==> config.mk <==
export PLATFORM = sky130hd
export DESIGN_NAME = vstore_top
export DESIGN_NICKNAME = d
export VERILOG_FILES = /design/src/hw/vstore_pkg.sv /design/src/hw/beat_sequencer.sv /design/src/hw/vstore_capture.sv /design/src/hw/vstore_top.sv /design/src/hw/write_issue_queue.sv
export VERILOG_INCLUDE_DIRS = /design/src /design/src/include
export SDC_FILE = /design/constraint.sdc
export NUM_CORES = 2
export LEC_CHECK = 0
export BUFFER_PORTS_ARGS = -buffer_cell sky130_fd_sc_hd__buf_4
export CAP_MARGIN = 20
export CORE_AREA = 2 2 637 639
export CTS_BUF_LIST = sky130_fd_sc_hd__clkbuf_4 sky130_fd_sc_hd__clkbuf_8 sky130_fd_sc_hd__clkbuf_16
export DETAILED_ROUTE_END_ITERATION = 8
export DIE_AREA = 0 0 639 641
export SLEW_MARGIN = 20
export SYNTH_ARGS = -nofsm -noshare
export SYNTH_HDL_FRONTEND = slang
export SYNTH_SLANG_ARGS = --single-unit
export TNS_END_PERCENT = 30
==> constraint.sdc <==
create_clock -name clk -period 101.2 [get_ports clk]
set_input_delay 5.06 -clock clk [delete_from_list [all_inputs] [get_ports clk]]
set_output_delay 5.06 -clock clk [all_outputs]
set_load 0.005 [all_outputs]
==> src/include/vstore_consts.svh <==
`ifndef VSTORE_CONSTS_SVH
`define VSTORE_CONSTS_SVH

// one memory beat and the vector register it is cut from
`define VS_BEAT_W 128
`define VS_VREG_W 1408

// a full register is VS_VREG_W / VS_BEAT_W beats
`define VS_BEATS 11

// address step between consecutive beats
`define VS_BEAT_BYTES 16

// issue queue entries, also the credits the sequencer starts with
`define VS_QUEUE_DEPTH 4

// write credits granted by the memory after reset
`define VS_MEM_CREDITS 4

`endif
==> src/hw/vstore_pkg.sv <==
`include "vstore_consts.svh"

package vstore_pkg;

    typedef logic [`VS_VREG_W-1:0] vreg_t;
    typedef logic [`VS_BEAT_W-1:0] beat_t;
    typedef logic [31:0] addr_t;
    typedef logic [`VS_BEAT_BYTES-1:0] byte_en_t;

    // length in bytes, 1 up to 176
    typedef logic [7:0] vlen_t;

    typedef logic [3:0] beat_idx_t;
    typedef logic [2:0] credit_t;

    typedef enum logic {
        SEQ_IDLE,
        SEQ_RUN
    } seq_state_t;

    typedef enum logic {
        CAP_IDLE,
        CAP_BUSY
    } cap_state_t;

endpackage

==> src/hw/beat_sequencer.sv <==
`default_nettype none

`include "vstore_consts.svh"

module beat_sequencer (
    input wire clk,
    input wire rst_n,

    // job from the capture stage
    input wire job_go,
    input wire vstore_pkg::vreg_t job_vreg,
    input wire vstore_pkg::addr_t job_addr,
    input wire vstore_pkg::vlen_t job_vlen,

    // credit return from the issue queue
    input wire q_credit,

    // beats towards the issue queue
    output logic beat_push,
    output vstore_pkg::beat_t beat_data,
    output vstore_pkg::addr_t beat_addr,
    output vstore_pkg::byte_en_t beat_be,
    output logic beat_last
);

    localparam int OFS_W = $clog2(`VS_BEAT_BYTES);

    vstore_pkg::seq_state_t state;
    vstore_pkg::beat_idx_t beat_idx;
    vstore_pkg::beat_idx_t last_idx;
    vstore_pkg::byte_en_t tail_be;
    vstore_pkg::byte_en_t tail_be_next;
    vstore_pkg::credit_t credits;
    logic [8:0] len_round;
    logic start_job;

    assign start_job = job_go && (state == vstore_pkg::SEQ_IDLE);

    // length rounded up to whole beats, one spare bit so 255 cannot wrap
    assign len_round = {1'b0, job_vlen} + 9'(`VS_BEAT_BYTES - 1);

    // a length that ends on a beat boundary keeps the last beat whole
    always_comb begin
        if (job_vlen[OFS_W-1:0] == '0)
            tail_be_next = '1;
        else
            tail_be_next = ~({`VS_BEAT_BYTES{1'b1}} << job_vlen[OFS_W-1:0]);
    end

    always_ff @(posedge clk) begin
        if (start_job) begin
            last_idx <= vstore_pkg::beat_idx_t'((len_round >> OFS_W) - 9'd1);
            tail_be <= tail_be_next;
        end
    end

    assign beat_push = (state == vstore_pkg::SEQ_RUN) && (credits != '0);
    assign beat_last = (beat_idx == last_idx);
    assign beat_be = beat_last ? tail_be : '1;
    assign beat_data = job_vreg[beat_idx * `VS_BEAT_W +: `VS_BEAT_W];

    always_ff @(posedge clk, negedge rst_n) begin
        if (!rst_n) begin
            state <= vstore_pkg::SEQ_IDLE;
            beat_idx <= '0;
        end else begin
            case (state)
                vstore_pkg::SEQ_IDLE: begin
                    if (start_job) begin
                        state <= vstore_pkg::SEQ_RUN;
                        beat_idx <= '0;
                    end
                end
                default: begin
                    // without a credit the position simply holds
                    if (beat_push) begin
                        if (beat_last)
                            state <= vstore_pkg::SEQ_IDLE;
                        else
                            beat_idx <= beat_idx + 4'd1;
                    end
                end
            endcase
        end
    end

    always_ff @(posedge clk) begin
        if (start_job)
            beat_addr <= job_addr;
        else if (beat_push)
            beat_addr <= beat_addr + `VS_BEAT_BYTES; // next 16 byte line
    end

    // one credit per free queue entry
    always_ff @(posedge clk, negedge rst_n) begin
        if (!rst_n) begin
            credits <= vstore_pkg::credit_t'(`VS_QUEUE_DEPTH);
        end else begin
            case ({beat_push, q_credit})
                2'b10: credits <= credits - 3'd1;
                2'b01: credits <= credits + 3'd1;
                default: credits <= credits;
            endcase
        end
    end

endmodule

`default_nettype wire

==> src/hw/vstore_capture.sv <==
`default_nettype none

module vstore_capture (
    input wire clk,
    input wire rst_n,

    // request side
    input wire vstore_pkg::vreg_t vreg,
    input wire vstore_pkg::addr_t addr,
    input wire vstore_pkg::vlen_t vlen,
    input wire write_start,
    output logic busy,
    output logic write_done,

    // from the issue queue
    input wire last_issued,

    // to the beat sequencer
    output logic job_go,
    output vstore_pkg::vreg_t job_vreg,
    output vstore_pkg::addr_t job_addr,
    output vstore_pkg::vlen_t job_vlen
);

    vstore_pkg::cap_state_t state;
    logic accept;

    // a start while a job is in flight is dropped here
    assign accept = write_start && (state == vstore_pkg::CAP_IDLE);

    assign busy = (state == vstore_pkg::CAP_BUSY);

    always_ff @(posedge clk, negedge rst_n) begin
        if (!rst_n) begin
            state <= vstore_pkg::CAP_IDLE;
        end else begin
            case (state)
                vstore_pkg::CAP_IDLE: begin
                    if (accept)
                        state <= vstore_pkg::CAP_BUSY;
                end
                default: begin
                    if (last_issued) // busy drops with done rising
                        state <= vstore_pkg::CAP_IDLE;
                end
            endcase
        end
    end

    always_ff @(posedge clk, negedge rst_n) begin
        if (!rst_n)
            job_go <= 1'b0;
        else
            job_go <= accept;
    end

    // done is sticky until the next accepted request
    always_ff @(posedge clk, negedge rst_n) begin
        if (!rst_n)
            write_done <= 1'b0;
        else if (accept)
            write_done <= 1'b0;
        else if (last_issued)
            write_done <= 1'b1;
    end

    // snapshot stays put until the job completes
    always_ff @(posedge clk) begin
        if (accept) begin
            job_vreg <= vreg;
            job_addr <= addr;
            job_vlen <= vlen;
        end
    end

endmodule

`default_nettype wire

==> src/hw/vstore_top.sv <==
`default_nettype none

module vstore_top (
    input wire clk,
    input wire rst_n,

    // request side
    input wire vstore_pkg::vreg_t vreg,
    input wire vstore_pkg::addr_t addr,
    input wire vstore_pkg::vlen_t vlen,
    input wire write_start,
    output logic busy,
    output logic write_done,

    // memory write port
    input wire sdram_credit,
    output logic sdram_write,
    output vstore_pkg::addr_t sdram_address,
    output vstore_pkg::beat_t sdram_writedata,
    output vstore_pkg::byte_en_t sdram_byteenable
);

    logic job_go;
    vstore_pkg::vreg_t job_vreg;
    vstore_pkg::addr_t job_addr;
    vstore_pkg::vlen_t job_vlen;

    logic beat_push;
    vstore_pkg::beat_t beat_data;
    vstore_pkg::addr_t beat_addr;
    vstore_pkg::byte_en_t beat_be;
    logic beat_last;
    logic q_credit;
    logic last_issued;

    vstore_capture i_capture (
        .clk         (clk),
        .rst_n       (rst_n),
        .vreg        (vreg),
        .addr        (addr),
        .vlen        (vlen),
        .write_start (write_start),
        .busy        (busy),
        .write_done  (write_done),
        .last_issued (last_issued),
        .job_go      (job_go),
        .job_vreg    (job_vreg),
        .job_addr    (job_addr),
        .job_vlen    (job_vlen)
    );

    beat_sequencer i_sequencer (
        .clk       (clk),
        .rst_n     (rst_n),
        .job_go    (job_go),
        .job_vreg  (job_vreg),
        .job_addr  (job_addr),
        .job_vlen  (job_vlen),
        .q_credit  (q_credit),
        .beat_push (beat_push),
        .beat_data (beat_data),
        .beat_addr (beat_addr),
        .beat_be   (beat_be),
        .beat_last (beat_last)
    );

    write_issue_queue i_queue (
        .clk              (clk),
        .rst_n            (rst_n),
        .beat_push        (beat_push),
        .beat_data        (beat_data),
        .beat_addr        (beat_addr),
        .beat_be          (beat_be),
        .beat_last        (beat_last),
        .q_credit         (q_credit),
        .last_issued      (last_issued),
        .sdram_credit     (sdram_credit),
        .sdram_write      (sdram_write),
        .sdram_address    (sdram_address),
        .sdram_writedata  (sdram_writedata),
        .sdram_byteenable (sdram_byteenable)
    );

endmodule

`default_nettype wire

==> src/hw/write_issue_queue.sv <==
`default_nettype none

`include "vstore_consts.svh"

module write_issue_queue (
    input wire clk,
    input wire rst_n,

    // beats from the sequencer
    input wire beat_push,
    input wire vstore_pkg::beat_t beat_data,
    input wire vstore_pkg::addr_t beat_addr,
    input wire vstore_pkg::byte_en_t beat_be,
    input wire beat_last,
    output logic q_credit,

    // end of job towards the capture stage
    output logic last_issued,

    // memory write port
    input wire sdram_credit,
    output logic sdram_write,
    output vstore_pkg::addr_t sdram_address,
    output vstore_pkg::beat_t sdram_writedata,
    output vstore_pkg::byte_en_t sdram_byteenable
);

    localparam int PTR_W = $clog2(`VS_QUEUE_DEPTH);

    vstore_pkg::beat_t data_q [`VS_QUEUE_DEPTH];
    vstore_pkg::addr_t addr_q [`VS_QUEUE_DEPTH];
    vstore_pkg::byte_en_t be_q [`VS_QUEUE_DEPTH];
    logic last_q [`VS_QUEUE_DEPTH];

    logic [PTR_W-1:0] wr_ptr;
    logic [PTR_W-1:0] rd_ptr;
    vstore_pkg::credit_t count;
    vstore_pkg::credit_t mem_credits;

    vstore_pkg::beat_t head_data;
    vstore_pkg::addr_t head_addr;
    vstore_pkg::byte_en_t head_be;
    logic head_last;
    logic empty;
    logic pop;

    assign empty = (count == '0);

    // an empty queue passes the incoming beat straight to the output register
    always_comb begin
        if (empty) begin
            head_data = beat_data;
            head_addr = beat_addr;
            head_be = beat_be;
            head_last = beat_last;
        end else begin
            head_data = data_q[rd_ptr];
            head_addr = addr_q[rd_ptr];
            head_be = be_q[rd_ptr];
            head_last = last_q[rd_ptr];
        end
    end

    assign pop = (!empty || beat_push) && (mem_credits != '0);

    always_ff @(posedge clk) begin
        if (beat_push) begin
            data_q[wr_ptr] <= beat_data;
            addr_q[wr_ptr] <= beat_addr;
            be_q[wr_ptr] <= beat_be;
            last_q[wr_ptr] <= beat_last;
        end
    end

    always_ff @(posedge clk, negedge rst_n) begin
        if (!rst_n) begin
            wr_ptr <= '0;
            rd_ptr <= '0;
            count <= '0;
        end else begin
            if (beat_push)
                wr_ptr <= (wr_ptr == PTR_W'(`VS_QUEUE_DEPTH - 1)) ? '0 : wr_ptr + 1'b1;
            if (pop)
                rd_ptr <= (rd_ptr == PTR_W'(`VS_QUEUE_DEPTH - 1)) ? '0 : rd_ptr + 1'b1;
            case ({beat_push, pop})
                2'b10: count <= count + 3'd1;
                2'b01: count <= count - 3'd1;
                default: count <= count;
            endcase
        end
    end

    // a returned credit and a new strobe in one cycle cancel out
    always_ff @(posedge clk, negedge rst_n) begin
        if (!rst_n) begin
            mem_credits <= vstore_pkg::credit_t'(`VS_MEM_CREDITS);
        end else begin
            case ({pop, sdram_credit})
                2'b10: mem_credits <= mem_credits - 3'd1;
                2'b01: begin
                    if (mem_credits < vstore_pkg::credit_t'(`VS_MEM_CREDITS))
                        mem_credits <= mem_credits + 3'd1;
                end
                default: mem_credits <= mem_credits;
            endcase
        end
    end

    always_ff @(posedge clk, negedge rst_n) begin
        if (!rst_n) begin
            sdram_write <= 1'b0;
            q_credit <= 1'b0;
            last_issued <= 1'b0;
        end else begin
            sdram_write <= pop;
            q_credit <= pop; // the entry leaving frees a slot upstream
            last_issued <= pop && head_last;
        end
    end

    always_ff @(posedge clk) begin
        if (pop) begin
            sdram_address <= head_addr;
            sdram_writedata <= head_data;
            sdram_byteenable <= head_be;
        end
    end

endmodule

`default_nettype wire

==> run metrics <==
clk root buf=clkbuf_16; Reg-to-Reg Start=i_capture.busy; Arrival @ worst endpoint=10520 ps; DR WL/cell=roughly 28 um; Peak VDD IR=between 0.01 and 0.015 mV; Post-Syn Area=slightly above 0.09 mm2; largest net degree at the start of global routing=168; die area=~0.41 mm2; Synth Warn #=0; CTS tree=yes; commonest non-fill, non-tap cell in the layout=edfxtp_1; Core Box Area=0.4020 mm2; top achievable clock speed=100.0 MHz; crit path capture=i_capture.job_vreg[843]; most frequent CP cell=buf_4; Final Cell Area=around 0.12 mm2; Critical path origin=write_start; FF-to-FF path depth=8; top cells by area, synth=edfxtp_1, mux4_2, mux2_2, o32ai_2, mux2i_1; slew margin rel.=between 20 and 25%; setup TNS=0 ps; I/O pin total=1631; via/cell ratio=approximately 4.4; die width=639 um; Seq/Total Area, Yosys=between 70 and 80%; Power Density=about 18 mW/mm2; final wirelength=~340 mm; Startpoint Class=input pin; total power=2.159 mW; Max-Cap Viols=0; Synth Instances=4512; postcts setup bufs=0; Yosys top cell area share=77.00%; Min-Delay Path Class=reg -> reg; number of fill cells=39130; Port Buffer Count=between 1500 and 2000; CP Cell Sequence=buf_4, nor2b_4, buf_4, buf_4, buf_4, buf_4, buf_4, buf_16, buf_4; CTS Buffer Depth=4; worst-skew pair later-pin latency=~900 ps; HPWL Detailed=around 250 mm; critical path class=in -> reg; clock sinks=~2400; Syn Area/Cell=~21 um2; Starting Density=about 23%; first-pass GRT wire length=around 450 mm; Setup Skew=46.62 ps; Total Nets Final=about 7700; Synthesized Nets=5977; number of synthesized register bits=2407; LEAKAGE=approximately 40 nW; fraction of layout cells with a size suffix above 1=approximately 47%; DRC viols=0; CP max stage delay=840 ps; Die Span Y=~640 um; Resize count post-CTS=0; H-tree depth=5; Crit Reg-Reg Endpoint=i_capture.job_vreg[587]; Area growth syn-to-layout=29.92%; number of global-route vias before repair=about 53000; fin. max-slew vios=0; Fin. Hold Viols=0; minimum clock period=9996 ps; status=finished clean; Post-synth EDFFs=2384; Slowest cell on crit path=buf_4; worst-path fanout max=77; DP Area=about 0.11 mm2; 1st-pass router iterations=5; Yosys cell types=48; via count=~50000; Worst R2R Setup Slack=95080 ps; worst-margin pin slew=between 1000 and 1500 ps; cts bufs inserted=280; Worst setup EP type=flip-flop; final setup fails=0; Async SR Flop Fraction=0.9555%; number of routed nets with antenna violations=0; commonest cells after routing, fill and taps aside=edfxtp_1, buf_4, mux2_2; CP Data Required Time=approximately 100000 ps; Top FF cell, synth=edfxtp_1; clock transition at the registers of the reported paths=approximately 60 ps; grt total ovfl=0; area leader, netlist=edfxtp_1; Final GP Congestion=around 0.86; hold_buf cts=0; RSZ-0062 raised after global routing=false; # rows=roughly 230; gr usage total=around 16%; antenna violations before repair=~120; period utilisation layout=between 9 and 10%; DRT iter0 DRCs=4617
## per-stage QoR
stage / util [%] / hold slack [ps] / cells / worst slack (ps)
after CTS: 30.01 / 502.2 / 11780 / 91100
after global placement: 27.70 / 478.2 / 11280 / 90340
after detailed placement: 27.70 / 474.4 / 11280 / 90060
after floorplan: - / 421.9 / 4512 / 27480
final: 30.04 / 499.3 / 11830 / 91200
after global routing: 30.03 / 508.7 / 11810 / 90890
## area by class of cell
| type | instances | area (um2) | area share [%] |
|---|---|---|---|
| clock buffer | 330 | 7395 | 6.122 |
| timing repair buffer | 1728 | 13110 | 10.85 |
| multi-input combinational | 1840 | 19400 | 16.06 |
| clock inverter | 172 | 1898 | 1.571 |
| tap | 5287 | 6615 | 5.477 |
| antenna | 47 | 117.6 | 0.09738 |
| inverter | 14 | 60.06 | 0.04972 |
| sequential | 2407 | 72190 | 59.77 |
## cell families (layout without fill, tap and decap cells)
logic type                 after synthesis  in the layout  share of synthesized area [%]
AOI/OAI and AO/OA                      431            431                          4.203
other                                    1             48                       0.004034
muxes                                  839            839                          13.72
xor gates and xnor gates                42             42                         0.3957
adders and majority gates               13             13                         0.1992
and+or+nand+nor                        514            514                          2.280
buffers and inverters                  265           2244                          1.575
DFF                                   2407           2407                          77.63
## where the power goes
part / switching (mW) / internal, mW
logic: 0.0133 / 0.0355
registers: 0.000458 / 1.09
clock network: 0.428 / 0.593
## synth_stat cells (3+ instances only)
library cell / instances
buf_4: 13
o21ai_0: 33
o32ai_1: 6
buf_8: 4
clkbuf_1: 97
nand4_1: 11
xnor2_1: 12
nand3_1: 19
mux2_2: 386
buf_12: 11
a21oi_2: 47
mux4_2: 305
or3_1: 5
xor2_1: 30
buf_2: 103
mux2_4: 10
nor3_1: 8
mux2i_1: 133
nor2_1: 271
o32ai_2: 122
a21o_1: 3
edfxtp_1: 2384
fa_1: 3
and2_1: 8
mux2_1: 5
and3_1: 5
o22ai_1: 128
buf_1: 14
nand2b_1: 21
buf_6: 9
inv_1: 12
a21oi_1: 88
ha_1: 10
dfrtp_1: 21
nand2_1: 157
## flip-flops by register name (all words and copies together) (netlist names), 2 cells and up
name                      flops
i_queue.rd_ptr                2
i_queue.be_q                 64
i_queue.sdram_writedata     128
i_sequencer.last_idx          4
i_queue.count                 3
i_queue.last_q                4
i_queue.wr_ptr                2
i_sequencer.beat_idx          4
i_queue.addr_q              128
i_queue.data_q              512
i_capture.job_vlen            8
i_queue.mem_credits           3
i_sequencer.beat_addr        32
i_sequencer.credits           3
i_sequencer.tail_be          16
i_capture.job_addr           32
i_queue.sdram_address        32
i_capture.job_vreg         1408
i_queue.sdram_byteenable     16
## how the worst min path moves through the flow
| stage | from | endpoint | slack (ps) | cells after the start |
|---|---|---|---|---|
| after detailed placement | i_queue.last_issued | i_capture.busy | 470 | 1 |
| final | i_queue.last_issued | i_capture.busy | 500 | 1 |
| after floorplan | i_queue.last_issued | i_capture.busy | 420 | 1 |
| after global placement | i_queue.last_issued | i_capture.busy | 480 | 1 |
| after CTS | i_queue.last_issued | i_capture.busy | 500 | 1 |
| after global routing | i_queue.last_issued | i_capture.busy | 510 | 1 |
## routing by layer
| metal | routed length [um] | global-route usage, % |
|---|---|---|
| met1 | 129300 | 18.99 |
| met2 | 174500 | 28.20 |
| met3 | 21720 | 3.085 |
| met4 | 10650 | 5.058 |
| met5 | 160 | 0 |
## worst max-delay path: cells and delay by family
kind | cells | cell delay, ps
buffers and inverters | 8 | 4540
AND/OR/NAND/NOR | 1 | 610
No activity file was read; power rests on OpenSTA's default activity.
